File: src/ecc_params.svh
// Hamming codec widths
`ifndef ECC_PARAMS_SVH
`define ECC_PARAMS_SVH

// Data bits per word
`define ECC_DATA_W 4

// Data plus three parity bits
`define ECC_CODE_W 7

// One bit per parity check
`define ECC_SYN_W 3

// Width of the error counters
`define ECC_COUNT_W 8

`endif

File: src/ecc_code_pkg.sv
// Hamming(7,4) code types
`include "ecc_params.svh"

package ecc_code_pkg;

    typedef logic [`ECC_DATA_W-1:0] data_word_t;  // {d4, d3, d2, d1}

    // Bit order p1 p2 d1 p3 d2 d3 d4 from bit 0 upward
    typedef logic [`ECC_CODE_W-1:0] codeword_t;

    typedef logic [`ECC_SYN_W-1:0] syndrome_t;  // 1-based position of the bad bit

    typedef enum logic [1:0] {
        ERR_NONE,    // Syndrome zero
        ERR_DATA,    // Syndrome 3, 5, 6 or 7
        ERR_PARITY   // Syndrome 1, 2 or 4
    } err_class_t;

    // Parity checks over a codeword
    // With the parity bits zeroed this gives the parity bits to store
    function automatic syndrome_t calc_syndrome(codeword_t cw);
        syndrome_t syn;
        syn[0] = cw[0] ^ cw[2] ^ cw[4] ^ cw[6];
        syn[1] = cw[1] ^ cw[2] ^ cw[5] ^ cw[6];
        syn[2] = cw[3] ^ cw[4] ^ cw[5] ^ cw[6];
        return syn;
    endfunction

endpackage

File: src/ecc_log_pkg.sv
// Error log types
`include "ecc_params.svh"

package ecc_log_pkg;

    // Unsigned event counter
    typedef logic [`ECC_COUNT_W-1:0] err_count_t;

    // Counters stop here
    localparam err_count_t COUNT_MAX = '1;

endpackage

File: src/ecc_result_if.sv
// Decode result channel
interface ecc_result_if;
    import ecc_code_pkg::*;

    data_word_t data;       // Corrected data bits
    err_class_t err_class;  // What the syndrome pointed at
    logic       valid;
    logic       ready;

    // Decoder side
    modport source (
        output data,
        output err_class,
        output valid,
        input  ready
    );

    // Observers, never drive ready
    modport monitor (
        input data,
        input err_class,
        input valid,
        input ready
    );

endinterface

File: src/hamming_encoder.sv
// Hamming(7,4) encoder
module hamming_encoder (
    input  logic                     clock,
    input  logic                     reset,
    input  ecc_code_pkg::data_word_t data,
    input  logic                     valid,
    output logic                     ready,
    output ecc_code_pkg::codeword_t  codeword,
    output logic                     cw_valid,
    input  logic                     cw_ready
);
    import ecc_code_pkg::*;

    codeword_t spread;    // Data in place, parity bits zero
    syndrome_t parity;
    codeword_t next_cw;

    // Data bits go to positions 3, 5, 6 and 7
    assign spread = {data[3], data[2], data[1], 1'b0, data[0], 2'b00};

    // Same checks the decoder runs, so a clean word gives syndrome zero
    assign parity = calc_syndrome(spread);

    assign next_cw = {spread[6:4], parity[2], spread[2], parity[1], parity[0]};

    // Output slot empty or draining this cycle
    assign ready = !cw_valid || cw_ready;

    always_ff @(posedge clock) begin
        if (reset) begin
            cw_valid <= 1'b0;
        end else if (ready) begin
            cw_valid <= valid;
        end
    end

    // Payload holds under back-pressure
    always_ff @(posedge clock) begin
        if (ready && valid) begin
            codeword <= next_cw;
        end
    end

endmodule

File: src/hamming_decoder.sv
// Hamming(7,4) decoder pipeline
`include "ecc_params.svh"

module hamming_decoder (
    input  logic                    clock,
    input  logic                    reset,
    input  ecc_code_pkg::codeword_t codeword,
    input  logic                    valid,
    output logic                    ready,
    ecc_result_if.source            result
);
    import ecc_code_pkg::*;

    logic advance;  // Whole pipe moves as one

    // Stage 1
    codeword_t s1_cw;
    logic      s1_valid;
    syndrome_t s1_syn;

    // Stage 2
    codeword_t  s2_cw;
    syndrome_t  s2_syn;
    logic       s2_valid;
    codeword_t  s2_flip;       // One-hot bit to invert
    err_class_t s2_class;
    codeword_t  s2_corrected;

    // Free output slot or a result leaving now
    assign advance = !result.valid || result.ready;
    assign ready   = advance;

    // Stage 1 registers and syndrome
    always_ff @(posedge clock) begin
        if (reset) begin
            s1_valid <= 1'b0;
        end else if (advance) begin
            s1_valid <= valid;
        end
    end

    always_ff @(posedge clock) begin
        if (advance) begin
            s1_cw <= codeword;
        end
    end

    assign s1_syn = calc_syndrome(s1_cw);

    // Stage 2 registers
    always_ff @(posedge clock) begin
        if (reset) begin
            s2_valid <= 1'b0;
        end else if (advance) begin
            s2_valid <= s1_valid;
        end
    end

    always_ff @(posedge clock) begin
        if (advance) begin
            s2_cw  <= s1_cw;
            s2_syn <= s1_syn;
        end
    end

    // Syndrome names the bit position, zero means clean
    always_comb begin
        s2_flip = '0;
        for (int i = 0; i < `ECC_CODE_W; i++) begin
            if (s2_syn == syndrome_t'(i + 1)) begin
                s2_flip[i] = 1'b1;
            end
        end
    end

    // Powers of two sit on parity bits
    always_comb begin
        case (s2_syn)
            3'd0:             s2_class = ERR_NONE;
            3'd1, 3'd2, 3'd4: s2_class = ERR_PARITY;
            default:          s2_class = ERR_DATA;
        endcase
    end

    // Double errors land here too and get miscorrected
    assign s2_corrected = s2_cw ^ s2_flip;

    // Stage 3 output registers
    always_ff @(posedge clock) begin
        if (reset) begin
            result.valid <= 1'b0;
        end else if (advance) begin
            result.valid <= s2_valid;
        end
    end

    always_ff @(posedge clock) begin
        if (advance) begin
            result.data      <= {s2_corrected[6:4], s2_corrected[2]};
            result.err_class <= s2_class;
        end
    end

endmodule

File: src/ecc_error_log.sv
// Decode error counters
module ecc_error_log (
    input  logic                    clock,
    input  logic                    reset,
    ecc_result_if.monitor           result,
    output ecc_log_pkg::err_count_t data_errors,
    output ecc_log_pkg::err_count_t parity_errors
);
    import ecc_code_pkg::*;
    import ecc_log_pkg::*;

    logic take;       // A result leaves the decoder
    logic data_sat;
    logic parity_sat;

    assign take       = result.valid && result.ready;
    assign data_sat   = (data_errors == COUNT_MAX);
    assign parity_sat = (parity_errors == COUNT_MAX);

    // Counts show one cycle after the transfer
    always_ff @(posedge clock) begin
        if (reset) begin
            data_errors   <= '0;
            parity_errors <= '0;
        end else if (take) begin
            case (result.err_class)
                ERR_DATA: begin
                    if (!data_sat) begin
                        data_errors <= data_errors + 1'b1;
                    end
                end
                ERR_PARITY: begin
                    if (!parity_sat) begin
                        parity_errors <= parity_errors + 1'b1;
                    end
                end
                default: begin
                    // Clean word, nothing to log
                end
            endcase
        end
    end

endmodule

File: src/ecc_codec.sv
// Hamming codec top level
module ecc_codec (
    input  logic                     clock,
    input  logic                     reset,
    // Encode path
    input  ecc_code_pkg::data_word_t enc_data,
    input  logic                     enc_valid,
    output logic                     enc_ready,
    output ecc_code_pkg::codeword_t  enc_codeword,
    output logic                     enc_cw_valid,
    input  logic                     enc_cw_ready,
    // Decode path
    input  ecc_code_pkg::codeword_t  dec_codeword,
    input  logic                     dec_valid,
    output logic                     dec_ready,
    output ecc_code_pkg::data_word_t dec_data,
    output ecc_code_pkg::err_class_t dec_error,
    output logic                     dec_out_valid,
    input  logic                     dec_out_ready,
    // Error log
    output ecc_log_pkg::err_count_t  data_errors,
    output ecc_log_pkg::err_count_t  parity_errors
);

    ecc_result_if result_bus ();

    hamming_encoder u_encoder (
        .clock    (clock),
        .reset    (reset),
        .data     (enc_data),
        .valid    (enc_valid),
        .ready    (enc_ready),
        .codeword (enc_codeword),
        .cw_valid (enc_cw_valid),
        .cw_ready (enc_cw_ready)
    );

    hamming_decoder u_decoder (
        .clock    (clock),
        .reset    (reset),
        .codeword (dec_codeword),
        .valid    (dec_valid),
        .ready    (dec_ready),
        .result   (result_bus.source)
    );

    ecc_error_log u_error_log (
        .clock         (clock),
        .reset         (reset),
        .result        (result_bus.monitor),
        .data_errors   (data_errors),
        .parity_errors (parity_errors)
    );

    // Result channel out to the pins
    assign result_bus.ready = dec_out_ready;
    assign dec_data         = result_bus.data;
    assign dec_error        = result_bus.err_class;
    assign dec_out_valid    = result_bus.valid;

endmodule

File: config.mk
export PLATFORM = sky130hd
export DESIGN_NAME = ecc_codec
export DESIGN_NICKNAME = d
export VERILOG_FILES = /design/src/ecc_code_pkg.sv /design/src/ecc_log_pkg.sv /design/src/ecc_result_if.sv /design/src/hamming_encoder.sv /design/src/hamming_decoder.sv /design/src/ecc_error_log.sv /design/src/ecc_codec.sv
export VERILOG_INCLUDE_DIRS = /design/src
export SDC_FILE = /design/constraint.sdc
export NUM_CORES = 1
export LEC_CHECK = 0
export BUFFER_PORTS_ARGS = -buffer_cell sky130_fd_sc_hd__buf_2
export CORE_UTILIZATION = 40
export DETAILED_ROUTE_END_ITERATION = 12
export HOLD_SLACK_MARGIN = 0.06
export PLACE_DENSITY = 0.72
export SETUP_SLACK_MARGIN = 0.05
export SLEW_MARGIN = 20
export SYNTH_ARGS = -nofsm -noshare
export SYNTH_HDL_FRONTEND = slang
export SYNTH_HIERARCHICAL = 1
export SYNTH_SLANG_ARGS = --single-unit
File: constraint.sdc
create_clock -name clock -period 4.8 [get_ports clock]
set_clock_uncertainty 0.15 [all_clocks]
set_input_delay 0.96 -clock clock [delete_from_list [all_inputs] [get_ports clock]]
set_output_delay 0.96 -clock clock [all_outputs]
set_load 0.005 [all_outputs]
==> out/results.ini, run 1 <==
[status]
status=completed

[worst_setup_path]
r2r-start=u_decoder/result.err_class[1]
crit_type=input port to output port
cp_max_fo=24
timing.rr.end=u_error_log/data_errors[7]
required_ns=3.69
critPathLaunch=dec_out_ready
r2r_cells=4
cp-start-kind=input port
crit_end=dec_ready
r2r_slack_ns=2.98
cp.arrival_ns=1.62
cp-end-kind=output port

[timing]
fmax_mhz=367
tightestPinTransition_ns=0.422
fin_setup_tns_ns=0
drv_slew=0
period_share_pct=56.8
fin_crit_ns=2.73
rsz0062_at_grt=no
setup_viol=0
relSlewSlack_pct=71.9
hold_viol=0

[drt]
drt-pass1-iter-count=6
routedWlPerCell_um=10.8
drc=0
antenna_left=0
dr_total_vias=1325
viasPerCell=4.73
wl_um=3020
first_iter_violations=54

[cells_and_area]
fillers=420
layout_commonest_cell=buf_2
syn2layout_area_growth_pct=21.1
stdcell_area_mm2=0.00236
nets=231
mostFrequentLayoutCells=49 x buf_2, 27 x edfxtp_1, 20 x dfxtp_1
antenna_cells=0
drive_above_1_share_pct=29.1

[synthesis]
synth-async-reset-ratio_pct=0
yosysWarningCount=6
synth_ff_type=edfxtp_1
synth_cell_type_count=35
ys_seq_elements=47
ys_seq_area_share_pct=62.0
syn_area_mm2=0.00195
synthCells=158
syn_avg_cell_area_um2=12.4
syn_nets=177
synth-edff-count=27

[worst_hold_path]
holdCritPathClass=register to register

[global_routing]
grt_pass1_vias=1108
grt_pass1_wl_um=4790
grt_usage_pct=12.0
antenna_found_initial=0
grt_max_degree=25
top_usage_layer=met2
grt_overflow=0
met3_usage_pct=4.08
use_met2_pct=19.5
use_met1_pct=14.6

[clock_tree]
hold_buffers=0
cts_tree=done
cts_root_buf=clkbuf_8
insertion_delay_ns=0.29
cts_buffer_depth=2
cts_repair_resize_count=0
cts-buffers-inserted=5
htreeDepth=2
cts_setup_buffers=0
path_clk_slew_ns=0.09
clock_sinks=47

[floorplanning]
fp.dieW_um=71.9
dieArea_mm2=0.00517
ios=50
core_area_mm2=0.00472
dieHeight_um=71.9
initial_utilization_pct=41.4
fp-row-count=25

[pwr]
power_density_mw_per_mm2=341
ir_drop_v=0.000163
power.leakage_nw=0.956

[placed_design]
post_dp_cell_area_mm2=0.00227
place_hpwl_um=2170
place_congestion=0.820
io_buffers=49

[run]
max-cap-violations=0

==> cells by family after synthesis <==
| family | after synthesis | synth area share (%) |
|---|---|---|
| muxes | 6 | 3.20 |
| adders and majority gates | 2 | 1.28 |
| DFF | 47 | 62.0 |
| buffers and inverters | 7 | 1.73 |
| xor gates and xnor gates | 23 | 10.7 |
| AOI/OAI and AO/OA | 19 | 5.77 |
| and+or+nand+nor | 54 | 15.3 |
==> critical path, cell delays in order <==
cell,delay (ns)
buf_2,0.09
nand2b_1,0.10
buf_4,0.29
buf_2,0.17
==> metrics by stage <==
stage | hold WS (ns) | std cells | setup WS, ns | power [mW] | util (%)
after floorplan | 0.269 | 158 | 2.08 | 0.544 | -
after global placement | 0.295 | 272 | 2.07 | 0.582 | 48.1
after detailed placement | 0.297 | 272 | 2.07 | 0.584 | 48.1
after CTS | 0.319 | 280 | 2.06 | 0.819 | 50.1
after global routing | 0.343 | 280 | 2.02 | 0.844 | 50.1
final | 0.319 | 280 | 2.07 | 0.807 | 50.1
==> area by class of cell <==
cell class | count | area, µm² | area share [%]
clock buffers | 5 | 68.8 | 2.91
clock inverters | 3 | 25.0 | 1.06
inverters | 4 | 15.0 | 0.635
multi-input cells | 104 | 708 | 29.9
flip-flops and latches | 47 | 1210 | 51.2
well taps | 67 | 83.8 | 3.54
repair buffers | 50 | 253 | 10.7
==> where the power goes <==
| part | total (mW) | switching, mW | internal (mW) |
|---|---|---|---|
| sequential | 0.489 | 0.0197 | 0.469 |
| clock | 0.235 | 0.131 | 0.104 |
| combinational | 0.0836 | 0.0384 | 0.0452 |
| total | 0.807 | 0.189 | 0.618 |
==> worst min-delay path by stage <==
stage	startpoint	end	slack, ns	depth (start not counted)
after global placement	u_decoder/s2_valid	u_decoder/result.valid	0.29	2
after global routing	u_decoder/s2_valid	u_decoder/result.valid	0.34	2
after detailed placement	u_decoder/s2_valid	u_decoder/result.valid	0.30	2
after floorplan	u_decoder/s2_valid	u_decoder/result.valid	0.27	2
final	u_decoder/s2_valid	u_decoder/result.valid	0.32	2
after CTS	u_decoder/s2_valid	u_decoder/result.valid	0.32	2
==> Yosys cell counts (2+ instances only) <==
cell | number | share of area, %
a21oi_1 | 8 | 2.1
and2_1 | 2 | 0.64
clkbuf_1 | 2 | 0.38
dfxtp_1 | 20 | 20
edfxtp_1 | 27 | 42
ha_1 | 2 | 1.3
inv_1 | 4 | 0.77
mux2i_1 | 4 | 2.1
nand2_1 | 8 | 1.5
nand2b_1 | 2 | 0.64
nand3_1 | 5 | 1.3
nand4_1 | 5 | 1.6
nor2_1 | 14 | 2.7
nor2b_1 | 4 | 1.3
nor3_1 | 4 | 1.0
o211ai_1 | 2 | 0.77
o21ai_0 | 4 | 1.0
o31ai_1 | 2 | 0.77
or3_1 | 2 | 0.64
or4_1 | 2 | 0.77
xnor2_1 | 14 | 6.3
xor2_1 | 8 | 3.6
==> flip-flops by register name, summed over array words and instances, names as in the netlist, 2 cells and up <==
register / flops
u_error_log/data_errors: 8
u_error_log/parity_errors: 8
u_decoder/s1_cw: 7
u_encoder/codeword: 7
u_decoder/result.data: 4
u_decoder/s2_cw: 4
u_decoder/s2_syn: 3
u_decoder/result.err_class: 2
==> metal layers <==
layer	share of wire [%]	vias up
met3	6.8	4
met1	46	602
li1	-	676
met4	0.93	0
met5	0	-
met2	46	43
Note: power is estimated with default switching activity, not from simulation.
==> inputs of run 2 (changes only) <==
- clock period: 4.8 -> 2.6 ns (I/O delays scaled with it)
==> run 2 against run 1 <==
  * Global-route usage is 1.1 points higher
  * Via count is 0.30% higher
  * Design area fell by 0.11%
  * Combinational power is 85% higher
  * Cell count unchanged
  * Clock power increased by 85%
  * First-iteration DRC count decreased by 9.3%
  * Total power grew 85%
  * Clock-buffer cell count unchanged
  * Die area unchanged
  * Highest routed layer unchanged
==> out/results.ini, run 2 (synthesis gave the netlist of run 1 again) <==
[cells_and_area]
antenna_cells=0
layout_commonest_cell=buf_2
nets=231
stdcell_area_mm2=0.00236
largest_registers=u_error_log/data_errors (8), u_error_log/parity_errors (8)
drive_above_1_share_pct=29.1
mostFrequentLayoutCells=49 x buf_2, 27 x edfxtp_1, 20 x dfxtp_1
syn2layout_area_growth_pct=20.9
fillers=441

[global_routing]
grt_pass1_vias=1153
grt_max_degree=23
grt_overflow=0
antenna_found_initial=0
grt_usage_pct=13.1
grt_pass1_wl_um=5110

[worst_setup_path]
max_stage_delay_ns=0.31
cp_common_cell=buf_2
cp-end-kind=output port
cp-start-kind=input port
critPathSlowestCell=nand2b_1
path_delay_family=buffers and inverters
crit_chain=buf_2, nand2b_1, buf_2
cp_max_fo=8
path_buf_inv=2
crit_type=input port to output port
required_ns=1.93
cp.arrival_ns=1.17

[placed_design]
dp_slack_ns=0.643
place_congestion=0.884
place_hpwl_um=2240
io_buffers=49
post_dp_cell_area_mm2=0.00227

[timing]
fin_crit_ns=1.84
fin_setup_tns_ns=0
fmax_mhz=544
period_share_pct=70.8
finalWorstSetupSlack_ns=0.760
tightestPinTransition_ns=0.401
hold_viol=0
setup_viol=0
rsz0062_at_grt=no
drv_slew=0
relSlewSlack_pct=73.3

[clock_tree]
cts_repair_resize_count=0
hold_buffers=0
cts-buffers-inserted=5
insertion_delay_ns=0.29
path_clk_slew_ns=0.09
cts_buffer_depth=2
cts_tree=done
cts_root_buf=clkbuf_8
cts_setup_buffers=0
clock_sinks=47
htreeDepth=2

[drt]
wl_um=3100
first_iter_violations=49
viasPerCell=4.75
drc=0
antenna_left=0
dr_total_vias=1329
routedWlPerCell_um=11.1
drt-pass1-iter-count=6

[floorplanning]
ios=50
fp.dieW_um=71.9
dieHeight_um=71.9
fp-row-count=25
dieArea_mm2=0.00517
initial_utilization_pct=41.4
core_area_mm2=0.00472

[pwr]
power.internal_mw=1.14
swShare_pct=23.5
power_density_mw_per_mm2=632
pwr-share-seq_pct=60.5
power.leakage_nw=0.960
p_clk_share_pct=29.2
switching_power_uw=350
ir_drop_v=0.000306
pwr-share-comb_pct=10.4
p_total_mw=1.49

[status]
status=completed

[worst_hold_path]
holdCritPathClass=input port to register

[run]
max-cap-violations=0

run 2: power by group through the flow:
stage	clock, mW	combinational, mW	sequential (mW)
2_1_floorplan	0	0.0847	0.920
3_3_place_gp	0	0.156	0.918
3_5_place_dp	0	0.158	0.921
4_1_cts	0.454	0.158	0.904
5_1_grt	0.483	0.173	0.914
6_report	0.435	0.155	0.903
run 2: worst paths after layout:
path                            depth (start not counted)                         end                     startpoint  slack [ns]
worst max-delay path                                    3                   dec_ready                  dec_out_ready        0.76
worst min-delay path                                    1          u_decoder/s1_cw[4]                dec_codeword[4]        0.24
worst max register to register                          4  u_error_log/data_errors[7]  u_decoder/result.err_class[1]        0.77
worst min register to register                          2      u_decoder/result.valid             u_decoder/s2_valid        0.31
run 2: final cells by class:
class | instances | area, µm² | area share (%)
repair buffers | 50 | 253 | 10.7
clock buffers | 5 | 68.8 | 2.91
well taps | 67 | 83.8 | 3.55
flip-flops and latches | 47 | 1210 | 51.3
inverters | 4 | 15.0 | 0.636
multi-input cells | 104 | 708 | 30.0
clock inverters | 3 | 22.5 | 0.953
run 2: through the flow:
| step | hold WS [ns] | cells | util [%] |
|---|---|---|---|
| 2_1_floorplan | 0.269 | 158 | - |
| 3_3_place_gp | 0.289 | 272 | 48.1 |
| 3_5_place_dp | 0.289 | 272 | 48.1 |
| 4_1_cts | 0.233 | 280 | 50.0 |
| 5_1_grt | 0.221 | 280 | 50.0 |
| 6_report | 0.243 | 280 | 50.0 |
run 2: metal layers:
layer / GRT usage [%] / part of all wire, %
met5: 0 / 0
met3: 4.64 / 6.4
met1: 16.1 / 46
met2: 20.5 / 46
met4: 6.32 / 1.2
